**src/logic/cpuPkg.sv**
```systemverilog
package cpuPkg;

    localparam logic [31:0] resetVector = 32'h0000_0010; // first fetch
    localparam logic [3:0]  pcIdx = 4'd15;               // register 15 aliases the pc
    localparam int          packBits = 12;               // low field width of pack

    // ALU opcodes, encoded as in instruction bits 15..12
    typedef enum logic [3:0] {
        opOr     = 4'h0,
        opAnd    = 4'h1,
        opXor    = 4'h2,
        opAsr    = 4'h3,
        opAdd    = 4'h4,
        opMul    = 4'h5,
        opEq     = 4'h6,
        opLt     = 4'h7,
        opOrNot  = 4'h8,
        opAndNot = 4'h9,
        opPack   = 4'ha,
        opLsr    = 4'hb,
        opSub    = 4'hc,
        opShl    = 4'hd,
        opBit    = 4'he,
        opGe     = 4'hf
    } aluOp;

    typedef enum logic [1:0] {
        xyImm   = 2'b00, // a=x b=y c=imm
        xImmY   = 2'b01, // a=x b=imm c=y
        immXY   = 2'b10, // a=imm b=x c=y
        wideImm = 2'b11  // a=0 b=x c=imm20
    } insnKind;

    typedef enum logic [2:0] {
        execStart  = 3'd0,
        execWait   = 3'd1,
        addrSetup  = 3'd2,
        dataAccess = 3'd3,
        writeBack  = 3'd4,
        fetchReq   = 3'd5,
        fetchLatch = 3'd6
    } seqState;

    typedef struct packed {
        insnKind     kind;
        aluOp        op;
        logic [3:0]  z;
        logic [3:0]  x;
        logic [3:0]  y;
        logic [31:0] imm;       // already sign-extended
        logic        storing;
        logic        loading;
        logic        derefRhs;  // memory address is the result
        logic        branching;
    } decodedInsn;

    typedef struct packed {
        logic [31:0] a;
        logic [31:0] b;
        logic [31:0] c;
    } operandSet;

endpackage

```
**src/logic/regFile.sv**
```systemverilog
`timescale 1ns/1ps

module regFile (
    input  logic        clk,
    input  logic        writeEn_i,
    input  logic [3:0]  writeIdx_i,
    input  logic [31:0] writeData_i,
    input  logic [3:0]  readIdxX_i,
    input  logic [3:0]  readIdxY_i,
    input  logic [3:0]  readIdxZ_i,
    input  logic [31:0] progCount_i,
    output logic [31:0] valX_o,
    output logic [31:0] valY_o,
    output logic [31:0] valZ_o
);

    logic [31:0] regs [0:14] = '{default: 32'd0}; // entry 0 is never written

    function automatic logic [31:0] readPort(input logic [3:0] idx);
        if (idx == 4'd15) begin
            return progCount_i; // pc alias
        end
        return regs[idx];
    endfunction

    assign valX_o = readPort(readIdxX_i);
    assign valY_o = readPort(readIdxY_i);
    assign valZ_o = readPort(readIdxZ_i);

    always_ff @(posedge clk) begin
        if (writeEn_i && writeIdx_i != 4'd0 && writeIdx_i != 4'd15) begin
            regs[writeIdx_i] <= writeData_i;
        end
    end

endmodule

```
**src/logic/insnDecoder.sv**
```systemverilog
`timescale 1ns/1ps

module insnDecoder (
    input  logic [31:0]        insn_i,
    output cpuPkg::decodedInsn decoded_o
);

    cpuPkg::insnKind kind;
    logic [1:0]      mode;
    logic [3:0]      zIdx;

    assign kind = cpuPkg::insnKind'(insn_i[31:30]);
    assign mode = insn_i[29:28];
    assign zIdx = insn_i[27:24];

    always_comb begin
        decoded_o.kind = kind;
        decoded_o.z    = zIdx;
        decoded_o.x    = insn_i[23:20];

        if (kind == cpuPkg::wideImm) begin
            decoded_o.y   = 4'd0;
            decoded_o.op  = cpuPkg::opOr;
            decoded_o.imm = {{12{insn_i[19]}}, insn_i[19:0]}; // 20 bit immediate
        end else begin
            decoded_o.y   = insn_i[19:16];
            decoded_o.op  = cpuPkg::aluOp'(insn_i[15:12]);
            decoded_o.imm = {{20{insn_i[11]}}, insn_i[11:0]};
        end

        // mode 01 and 10 store, 11 loads
        decoded_o.storing   = ^mode;
        decoded_o.loading   = &mode;
        decoded_o.derefRhs  = mode[0];
        decoded_o.branching = (zIdx == cpuPkg::pcIdx) && !(^mode);
    end

endmodule

```
**src/logic/operandRouter.sv**
```systemverilog
`timescale 1ns/1ps

module operandRouter (
    input  cpuPkg::insnKind   kind_i,
    input  logic [31:0]       valX_i,
    input  logic [31:0]       valY_i,
    input  logic [31:0]       imm_i,
    output cpuPkg::operandSet operands_o
);

    always_comb begin
        case (kind_i)
            cpuPkg::xyImm: begin
                operands_o = '{a: valX_i, b: valY_i, c: imm_i};
            end
            cpuPkg::xImmY: begin
                operands_o = '{a: valX_i, b: imm_i, c: valY_i};
            end
            cpuPkg::immXY: begin
                operands_o = '{a: imm_i, b: valX_i, c: valY_i};
            end
            default: begin
                operands_o = '{a: 32'd0, b: valX_i, c: imm_i}; // wide immediate
            end
        endcase
    end

endmodule

```
**src/logic/execUnit.sv**
```systemverilog
`timescale 1ns/1ps

module execUnit (
    input  logic              clk,
    input  logic              reset,
    input  logic              start_i,
    input  cpuPkg::aluOp      op_i,
    input  cpuPkg::operandSet operands_i,
    output logic              done_o,
    output logic [31:0]       result_o
);

    cpuPkg::aluOp       opReg;
    logic signed [31:0] aReg;
    logic signed [31:0] bReg;
    logic [31:0]        cReg;
    logic [31:0]        aluOut;
    logic [31:0]        opOut;  // A op B
    logic [31:0]        sumReg; // plus C
    logic [31:0]        logicShift;
    logic               v1;
    logic               v2;
    logic               v3;

    assign logicShift = aReg >> bReg;

    always_comb begin
        case (opReg)
            cpuPkg::opOr:     aluOut = aReg | bReg;
            cpuPkg::opAnd:    aluOut = aReg & bReg;
            cpuPkg::opXor:    aluOut = aReg ^ bReg;
            cpuPkg::opAsr:    aluOut = aReg >>> bReg;
            cpuPkg::opAdd:    aluOut = aReg + bReg;
            cpuPkg::opMul:    aluOut = aReg * bReg;
            cpuPkg::opEq:     aluOut = {32{aReg == bReg}};
            cpuPkg::opLt:     aluOut = {32{aReg < bReg}};
            cpuPkg::opOrNot:  aluOut = aReg | ~bReg;
            cpuPkg::opAndNot: aluOut = aReg & ~bReg;
            cpuPkg::opPack: begin
                aluOut = {aReg[31-cpuPkg::packBits:0], bReg[cpuPkg::packBits-1:0]};
            end
            cpuPkg::opLsr:    aluOut = logicShift;
            cpuPkg::opSub:    aluOut = aReg - bReg;
            cpuPkg::opShl:    aluOut = aReg << bReg;
            cpuPkg::opBit:    aluOut = {32{logicShift[0]}}; // selected bit of A
            default:          aluOut = {32{aReg >= bReg}};  // opGe
        endcase
    end

    // valid bit walks alongside the data
    always_ff @(posedge clk) begin
        if (reset) begin
            {v1, v2, v3, done_o} <= 4'b0000;
        end else begin
            {v1, v2, v3, done_o} <= {start_i, v1, v2, v3};
        end
    end

    always_ff @(posedge clk) begin
        if (start_i) begin
            opReg <= op_i;
            aReg  <= operands_i.a;
            bReg  <= operands_i.b;
            cReg  <= operands_i.c;
        end
        if (v1) opOut <= aluOut;
        if (v2) sumReg <= opOut + cReg;
        if (v3) result_o <= sumReg; // held until next start
    end

endmodule

```
**src/logic/coreSequencer.sv**
```systemverilog
`timescale 1ns/1ps

module coreSequencer (
    input  logic               clk,
    input  logic               reset,
    input  cpuPkg::decodedInsn decoded_i,
    input  logic [31:0]        result_i,
    input  logic               execDone_i,
    input  logic [31:0]        valZ_i,
    output logic [31:0]        adr_o,
    input  logic [31:0]        dat_i,
    output logic [31:0]        dat_o,
    output logic               we_o,
    output logic               stb_o,
    input  logic               ack_i,
    input  logic               err_i,
    input  logic               rty_i,
    output logic               cyc_o,
    output logic               halt_o,
    output logic [31:0]        insn_o,
    output logic [31:0]        progCount_o,
    output logic               execStart_o,
    output logic               regWrite_o,
    output logic [31:0]        regWriteData_o
);

    cpuPkg::seqState state;
    logic [31:0]     insnReg;
    logic [31:0]     resultReg;
    logic [31:0]     loadData;
    logic [31:0]     nextPc;
    logic [31:0]     nextAdr;
    logic            memAccess;
    logic            halted;

    assign memAccess = decoded_i.storing | decoded_i.loading;
    assign halted    = err_i | rty_i;
    assign halt_o    = halted;

    // one strobe for both fetch and data cycles
    assign stb_o = (state == cpuPkg::fetchReq) || (state == cpuPkg::dataAccess);
    assign cyc_o = stb_o;
    assign we_o  = (state == cpuPkg::dataAccess) && decoded_i.storing;
    assign dat_o = decoded_i.derefRhs ? valZ_i : resultReg;

    assign execStart_o    = (state == cpuPkg::execStart) && !halted;
    assign regWrite_o     = (state == cpuPkg::writeBack) && !decoded_i.storing;
    assign regWriteData_o = decoded_i.derefRhs ? loadData : resultReg;

    // a write to register 15 becomes the next fetch address
    assign nextAdr = decoded_i.branching ? regWriteData_o : nextPc;

    assign insn_o      = insnReg;
    assign progCount_o = nextPc;

    always_ff @(posedge clk) begin
        if (reset) begin
            state <= cpuPkg::fetchReq;
            adr_o <= cpuPkg::resetVector;
        end else begin
            case (state)
                cpuPkg::execStart: begin
                    if (!halted) state <= cpuPkg::execWait; // frozen on err or rty
                end
                cpuPkg::execWait: begin
                    if (execDone_i) state <= cpuPkg::addrSetup;
                end
                cpuPkg::addrSetup: begin
                    adr_o <= decoded_i.derefRhs ? resultReg : valZ_i;
                    state <= memAccess ? cpuPkg::dataAccess : cpuPkg::writeBack;
                end
                cpuPkg::dataAccess: begin
                    if (ack_i) state <= cpuPkg::writeBack;
                end
                cpuPkg::writeBack: begin
                    adr_o <= nextAdr;
                    state <= cpuPkg::fetchReq;
                end
                cpuPkg::fetchReq: begin
                    if (ack_i) state <= cpuPkg::fetchLatch;
                end
                cpuPkg::fetchLatch: begin
                    state <= cpuPkg::execStart;
                end
                default: begin
                    state <= cpuPkg::fetchReq;
                end
            endcase
        end
    end

    // data is sampled on the ack edge
    always_ff @(posedge clk) begin
        if (state == cpuPkg::execWait && execDone_i) begin
            resultReg <= result_i;
        end
        if (state == cpuPkg::dataAccess && ack_i) begin
            loadData <= dat_i;
        end
        if (state == cpuPkg::fetchReq && ack_i) begin
            insnReg <= dat_i;
        end
        if (state == cpuPkg::fetchLatch) begin
            nextPc <= adr_o + 32'd1; // fetch address still on adr_o
        end
    end

endmodule

```
**src/logic/cpuCore.sv**
```systemverilog
`timescale 1ns/1ps

module cpuCore (
    input  logic        clk,
    input  logic        reset,
    output logic [31:0] adr_o,
    input  logic [31:0] dat_i,
    output logic [31:0] dat_o,
    output logic        we_o,
    output logic        stb_o,
    input  logic        ack_i,
    input  logic        err_i,
    input  logic        rty_i,
    output logic        cyc_o,
    output logic        halt_o
);

    cpuPkg::decodedInsn decoded;
    cpuPkg::operandSet  operands;
    logic [31:0]        insn;
    logic [31:0]        progCount;
    logic [31:0]        valX;
    logic [31:0]        valY;
    logic [31:0]        valZ;
    logic [31:0]        result;
    logic [31:0]        regWriteData;
    logic               execStart;
    logic               execDone;
    logic               regWrite;

    coreSequencer i_coreSequencer (
        .clk, .reset, .decoded_i(decoded), .result_i(result), .execDone_i(execDone),
        .valZ_i(valZ), .adr_o, .dat_i, .dat_o, .we_o, .stb_o, .ack_i, .err_i, .rty_i,
        .cyc_o, .halt_o, .insn_o(insn), .progCount_o(progCount),
        .execStart_o(execStart), .regWrite_o(regWrite), .regWriteData_o(regWriteData)
    );

    insnDecoder i_insnDecoder (.insn_i(insn), .decoded_o(decoded));

    operandRouter i_operandRouter (
        .kind_i(decoded.kind), .valX_i(valX), .valY_i(valY), .imm_i(decoded.imm),
        .operands_o(operands)
    );

    execUnit i_execUnit (
        .clk, .reset, .start_i(execStart), .op_i(decoded.op), .operands_i(operands),
        .done_o(execDone), .result_o(result)
    );

    regFile i_regFile (
        .clk, .writeEn_i(regWrite), .writeIdx_i(decoded.z), .writeData_i(regWriteData),
        .readIdxX_i(decoded.x), .readIdxY_i(decoded.y), .readIdxZ_i(decoded.z),
        .progCount_i(progCount), .valX_o(valX), .valY_o(valY), .valZ_o(valZ)
    );

endmodule

```
**config.mk**
```make
export PLATFORM = sky130hd
export DESIGN_NAME = cpuCore
export DESIGN_NICKNAME = d
export VERILOG_FILES = /design/src/logic/cpuPkg.sv /design/src/logic/regFile.sv /design/src/logic/insnDecoder.sv /design/src/logic/operandRouter.sv /design/src/logic/execUnit.sv /design/src/logic/coreSequencer.sv /design/src/logic/cpuCore.sv
export SDC_FILE = /design/constraint.sdc
export NUM_CORES = 2
export LEC_CHECK = 0
export ABC_AREA = 1
export BUFFER_PORTS_ARGS = -buffer_cell sky130_fd_sc_hd__buf_2
export CORE_MARGIN = 1.5
export CORE_UTILIZATION = 35
export DETAILED_ROUTE_END_ITERATION = 8
export PLACE_DENSITY = 0.54
export SYNTH_ARGS = -nofsm -noshare
export SYNTH_HDL_FRONTEND = slang
export SYNTH_SLANG_ARGS = --single-unit
```
**constraint.sdc**
```tcl
create_clock -name clk -period 9.5 [get_ports clk]
set_input_delay 0.475 -clock clk [delete_from_list [all_inputs] [get_ports clk]]
set_output_delay 0.475 -clock clk [all_outputs]
set_load 0.01 [all_outputs]
```
# Yosys cells after proc, flatten, opt, wreduce, memory -nomap -nowiden
# Memories as Yosys holds them, arrays and structs flattened. A register that Yosys moved wholly into a read port is not among the register bits.
# Index checks and enable logic that the tools add are counted.
[totals]
in_bits = 37
elab_cells = 115
register_bits = 363
mem_count = 1
mem_bits_rw = 480
[op_classes]
muxes = 27
n_reduce_logical = 20
shifts = 3
mul = 1
n_lt_le_gt_ge = 2
eq_ne = 32
n_addsub = 4
n_bitwise = 8
[memory_table]
columns = ["name", "depth", "word_bits", "rd", "rd_clocked_by_memory_dff", "wr", "line_no", "rtl"]
rows = [
  ["i_regFile.regs", 15, 32, 3, 2, 1, "regFile.sv:17", "logic [31:0] regs [0:14] = '{default: 32'd0};"],
]
[ops]
columns = ["op", "count"]
rows = [
  ["$pmux 32 s15", 1],
  ["$mux 32", 10],
  ["$pmux 96 s3", 1],
  ["$add 32x32->32", 2],
  ["$and 32x32->32", 2],
  ["$or 32x32->32", 2],
  ["$pmux 32 s2", 1],
  ["$eq 4x4->1 const B", 10],
  ["$mux 36", 1],
  ["$add 32x1->32 const B", 1],
  ["$eq 32x32->1", 1],
  ["$ge 32x32->1", 1],
  ["$lt 32x32->1", 1],
  ["$mul 32x32->32", 1],
  ["$not 32->32", 1],
  ["$shl 32x32->32", 1],
  ["$shr 32x32->32", 1],
  ["$sshr 32x32->32", 1],
  ["$sub 32x32->32", 1],
  ["$xor 32x32->32", 1],
  ["$pmux 3 s6", 1],
  ["$eq 4x3->1 const B", 4],
  ["$mux 3", 5],
  ["$eq 3x3->1 const B", 3],
  ["23 further kinds", 43],
]

# Depth between registers and ports, before layout
[depth]
word_depth = 7
mapped_depth = 37
mapped_depth_nobuf = 34

# Modules after synthesis
# From an unflattened synthesis, not the netlist that was laid out.
[unflattened]
cells_unflattened = 10647
hier_area_um2 = 76414.5
[modules_own_cells]
columns = ["mod", "cells_per_inst", "instances", "seq_area_each_um2", "area_per_inst_um2"]
rows = [
  ["execUnit", 5029, 1, 5965.7, 35839.4],
  ["regFile", 4266, 1, 14413.8, 30510.5],
  ["coreSequencer", 916, 1, 4544.4, 7991.4],
  ["operandRouter", 359, 1, 0.0, 1552.7],
  ["insnDecoder", 77, 1, 0.0, 520.5],
]

# Worst setup path after synthesis
# OpenSTA, ideal clock, no wires.
[synth_timing]
path_type = "register to register"
start = "register i_execUnit.bReg[2]"
end = "register i_execUnit.opOut[24], data pin"
synth_period_minus_slack_ns = 7.698
arrival_time_ns = 7.422
setup_ns = 0.276
t_required_ns = 9.224
stages_incl_launch_ff = 32
setup_slack_ns = 1.802
n_path_buf = 5
path_cell_list = "edfxtp_1 -> buf_2 -> clkbuf_1 -> clkbuf_1 -> buf_1 -> clkbuf_1 -> nand2_1 -> inv_1 -> fa_1 -> fa_1 -> inv_1 -> fa_1 -> fa_1 -> inv_1 -> fa_1 -> inv_1 -> fa_1 -> inv_1 -> fa_1 -> fa_1 -> ha_1 -> nand2_1 -> nor4_1 -> nand2_1 -> nand2_1 -> a21o_1 -> a21oi_1 -> o21ai_0 -> o21ai_0 -> nand3b_1 -> nor2_1 -> nand4_1"
[synth_between]
elab_chain_cells = 2
word_cells_on_any_way = 10
classes_between = "add/sub (2); mul (1); order compare (2); eq/ne (1); shift (3); mux (1)"
[synth_lines]
columns = ["element", "line_no", "rtl"]
rows = [
  ["start: declaration", "execUnit.sv:15", "logic signed [31:0] bReg;"],
  ["start signal: assignment", "execUnit.sv:63", "bReg <= operands_i.b;"],
  ["$mul 32x32->32 (tied with other cells)", "execUnit.sv:34", "cpuPkg::opMul: aluOut = aReg * bReg;"],
  ["$pmux 32 s15 *", "execUnit.sv:28", "case (opReg)"],
  ["named net i_execUnit.aluOut[24]", "execUnit.sv:17", "logic [31:0] aluOut;"],
  ["end signal: assignment", "execUnit.sv:66", "if (v1) opOut <= aluOut;"],
  ["end: declaration", "execUnit.sv:18", "logic [31:0] opOut;"],
]
# The timed path passes the listed nets; every way through them passes the cells marked *.
# A chain may end at the register's enable or synchronous reset.

# Worst setup path after layout
[layout_timing]
start = "register i_execUnit.bReg[1]"
end = "register i_execUnit.opOut[22], data pin"
# Same word-level chain as after synthesis.

==> impl_metrics.json <==
{
  "dr_total_vias": 70987,
  "design.die.area_mm2": 0.210,
  "cp_slowest_cell": "edfxtp_1",
  "slowest_delay_ns": 1.01,
  "syn-instance-count": 9411,
  "fin_ws_ns": 1.29,
  "die_y_um": 459,
  "utilization_pct": 38.4,
  "async_flop_share_pct": 0,
  "layout_commonest_cell": "nand2_1",
  "grt_pass1_wl_um": 479000,
  "cp.required_ns": 9.93,
  "drt-vias-per-instance": 5.90,
  "synth_seq_area_share_pct": 34.5,
  "drive_above_1_share_pct": 6.27,
  "fin_hold_ws_ns": 0.0438,
  "worstSetupStartpointType": "flop",
  "netlist_area_mm2": 0.0727,
  "gp_congestion": 1.02,
  "crit_type": "reg -> reg",
  "ys_ff_latch": 851,
  "synth_area_leader_cell": "edfxtp_1",
  "hpwlAfterDp_um": 240000,
  "cp_max_fo": 15,
  "synthTopCellsByArea": "edfxtp_1 33%, nand2_1 11%, fa_1 11%",
  "grt_use_total_pct": 31.3,
  "cp-end-kind": "flop",
  "start_util_pct": 35.2,
  "rsz0062_at_grt": "no",
  "worst_slew_pin_slew_ns": 1.44,
  "min_period_ns": 8.21,
  "grt_pass1_vias": 66104,
  "powerDensity_mw_per_mm2": 294,
  "status": "finished, final reports clean",
  "final_nets": 9933,
  "synth_top_area_share_pct": 33.2,
  "cts_buffers": 100,
  "clock_latency_ns": 0.73,
  "finalHoldViolCount": 0,
  "path_common_cell": "fa_1",
  "routed_wl_um": 338000,
  "skew_ns": 0.0364,
  "tns_ns": 0,
  "yosys_warnings": 0,
  "routedWlPerCell_um": 28.1,
  "setup_viol": 0,
  "place_area_mm2": 0.0759,
  "cap_viol_max_count": 0,
  "clockRootBuffer": "clkbuf_16",
  "cts_setup_buffers": 0,
  "instances_no_fill": 12034,
  "period_share_pct": 86.4,
  "cts_tree": "built",
  "synth_edf_count": 804,
  "drtPass1Iterations": 8,
  "finalPower_mw": 23.3,
  "design_area_mm2": 0.0793,
  "place_inst": 11826,
  "postSynthAreaPerCell_um2": 7.72,
  "drc": 0,
  "rows": 167,
  "netlist-cell-type-count": 66,
  "ys.flop_type": "edfxtp_1",
  "drv_slew": 0,
  "core_area_mm2": 0.207,
  "multiInputGateArea_mm2": 0.0401,
  "drtIter0Drc": 10723,
  "grt_max_degree": 154,
  "final_cell_mix": "2207 x nand2_1, 1338 x inv_1, 945 x o21ai_0",
  "holdCritPathClass": "in -> reg",
  "clock-sinks": 851,
  "grt-ovfl-total": 0,
  "regArea_mm2": 0.0251,
  "clock.fmax_mhz": 122,
  "slew_headroom_pct": 4.05,
  "drtAntennaViolNets": 0,
  "port_buffers": 104,
  "cts_max_path_buffers": 3,
  "h-tree-depth": 3,
  "syn2layout_area_growth_pct": 9.20,
  "cts.clk_slew.worst_paths_ns": 0.07,
  "grt_antenna_before_repair": 28,
  "die_x_um": 459,
  "power_leakage_nw": 35.5,
  "fillers": 21178,
  "num_io_pins": 105,
  "peakVddDrop_mv": 0.559,
  "crit_arrival_ns": 8.64,
  "dp_slack_ns": 1.49
}
==> where the power goes <==
| part | internal, mW | switching, mW | total, mW |
|---|---|---|---|
| combinational | 4.32 | 10.1 | 14.4 |
| clock | 2.27 | 1.70 | 3.97 |
| sequential | 4.51 | 0.411 | 4.92 |
==> worst paths after layout <==
path	startpoint	endpoint	slack, ns	cells past startpoint
worst max-delay path	i_execUnit.bReg[1]	i_execUnit.opOut[22]	1.29	25
worst min register to register	i_execUnit.sumReg[9]	i_execUnit.result_o[9]	0.42	0
worst max register to register	i_execUnit.bReg[1]	i_execUnit.opOut[22]	1.29	25
worst min-delay path	dat_i[0]	i_coreSequencer.insn_o[0]	0.04	1
==> cells in the mapped netlist (26+ instances only) <==
library cell and n:
nor3_1 51, o311ai_0 34, ha_1 246, nor2_1 449
buf_2 92, nand3_1 637, o21ai_0 946, a32o_1 26
o22ai_1 56, a31oi_1 30, dfxtp_1 47, a21oi_1 781
edfxtp_1 804, a221oi_1 53, inv_1 1346, nand2_1 2207
buf_1 114, o211ai_1 167, xnor2_1 42, clkbuf_1 398
xor2_1 85, fa_1 411, nand4_1 81
==> what timing repair did <==
action / CTS / global route
hold endpoints to repair: 29 / 0
hold buffers: 15 / 0
resized for setup: 0 / 0
==> cell type report <==
cell class	count	share of cell area [%]
Antenna cell	11	0.0347
Clock buffer	121	3.31
Tap cell	2704	4.26
Multi-Input combinational cell	6593	50.6
Timing Repair Buffer	319	2.82
Sequential cell	851	31.6
Clock inverter	61	0.826
Inverter	1374	6.52
==> logic make-up (layout without fill, tap and decap cells) <==
family / count (synthesis) / after routing / share of synthesized area, %
compound gates: 2251 / 2251 / 17.5
xor+xnor: 127 / 127 / 1.53
fa+ha+maj: 657 / 657 / 15.6
buf+inv: 1998 / 1875 / 10.7
flops: 851 / 851 / 34.5
mux: 8 / 8 / 0.110
other cells: 1 / 43 / 0.00516
simple gates: 3518 / 3518 / 20.1
==> metal layers <==
layer  wire length (um)  part of all wire (%)  vias to the layer above  global-route usage [%]
li1                   -                     -                    30964                       -
met2             139000                    41                     4784                    45.0
met1             139000                    41                    34399                    44.5
met4              18700                   5.6                       20                    15.0
met5                120                 0.036                        -                       0
met3              40500                    12                      820                    6.57
==> critical path: cells and delay by family (launching register included) <==
family | cells | cell delay, ns
AO/OA/AOI/OAI | 3 | 0.45
buffers and inverters | 4 | 0.51
adder cells (fa/ha/maj) | 9 | 4.32
AND/OR/NAND/NOR | 9 | 1.62
flip-flops | 1 | 1.01
==> registers in the layout, indices dropped and copies added, names as in the netlist, named ones only <==
| name | cells |
|---|---|
| i_regFile.regs | 480 |
| i_coreSequencer.adr_o | 32 |
| i_coreSequencer.insn_o | 32 |
| i_coreSequencer.loadData | 32 |
| i_coreSequencer.progCount_o | 32 |
| i_coreSequencer.resultReg | 32 |
| i_execUnit.aReg | 32 |
| i_execUnit.bReg | 32 |
| i_execUnit.cReg | 32 |
| i_execUnit.opOut | 32 |
| i_execUnit.result_o | 32 |
| i_execUnit.sumReg | 32 |
| i_execUnit.opReg | 4 |
| i_coreSequencer.state | 3 |
| i_execUnit.done_o | 1 |
| i_execUnit.v1 | 1 |
| i_execUnit.v2 | 1 |
| i_execUnit.v3 | 1 |
Power figures use the tool's default switching activity.
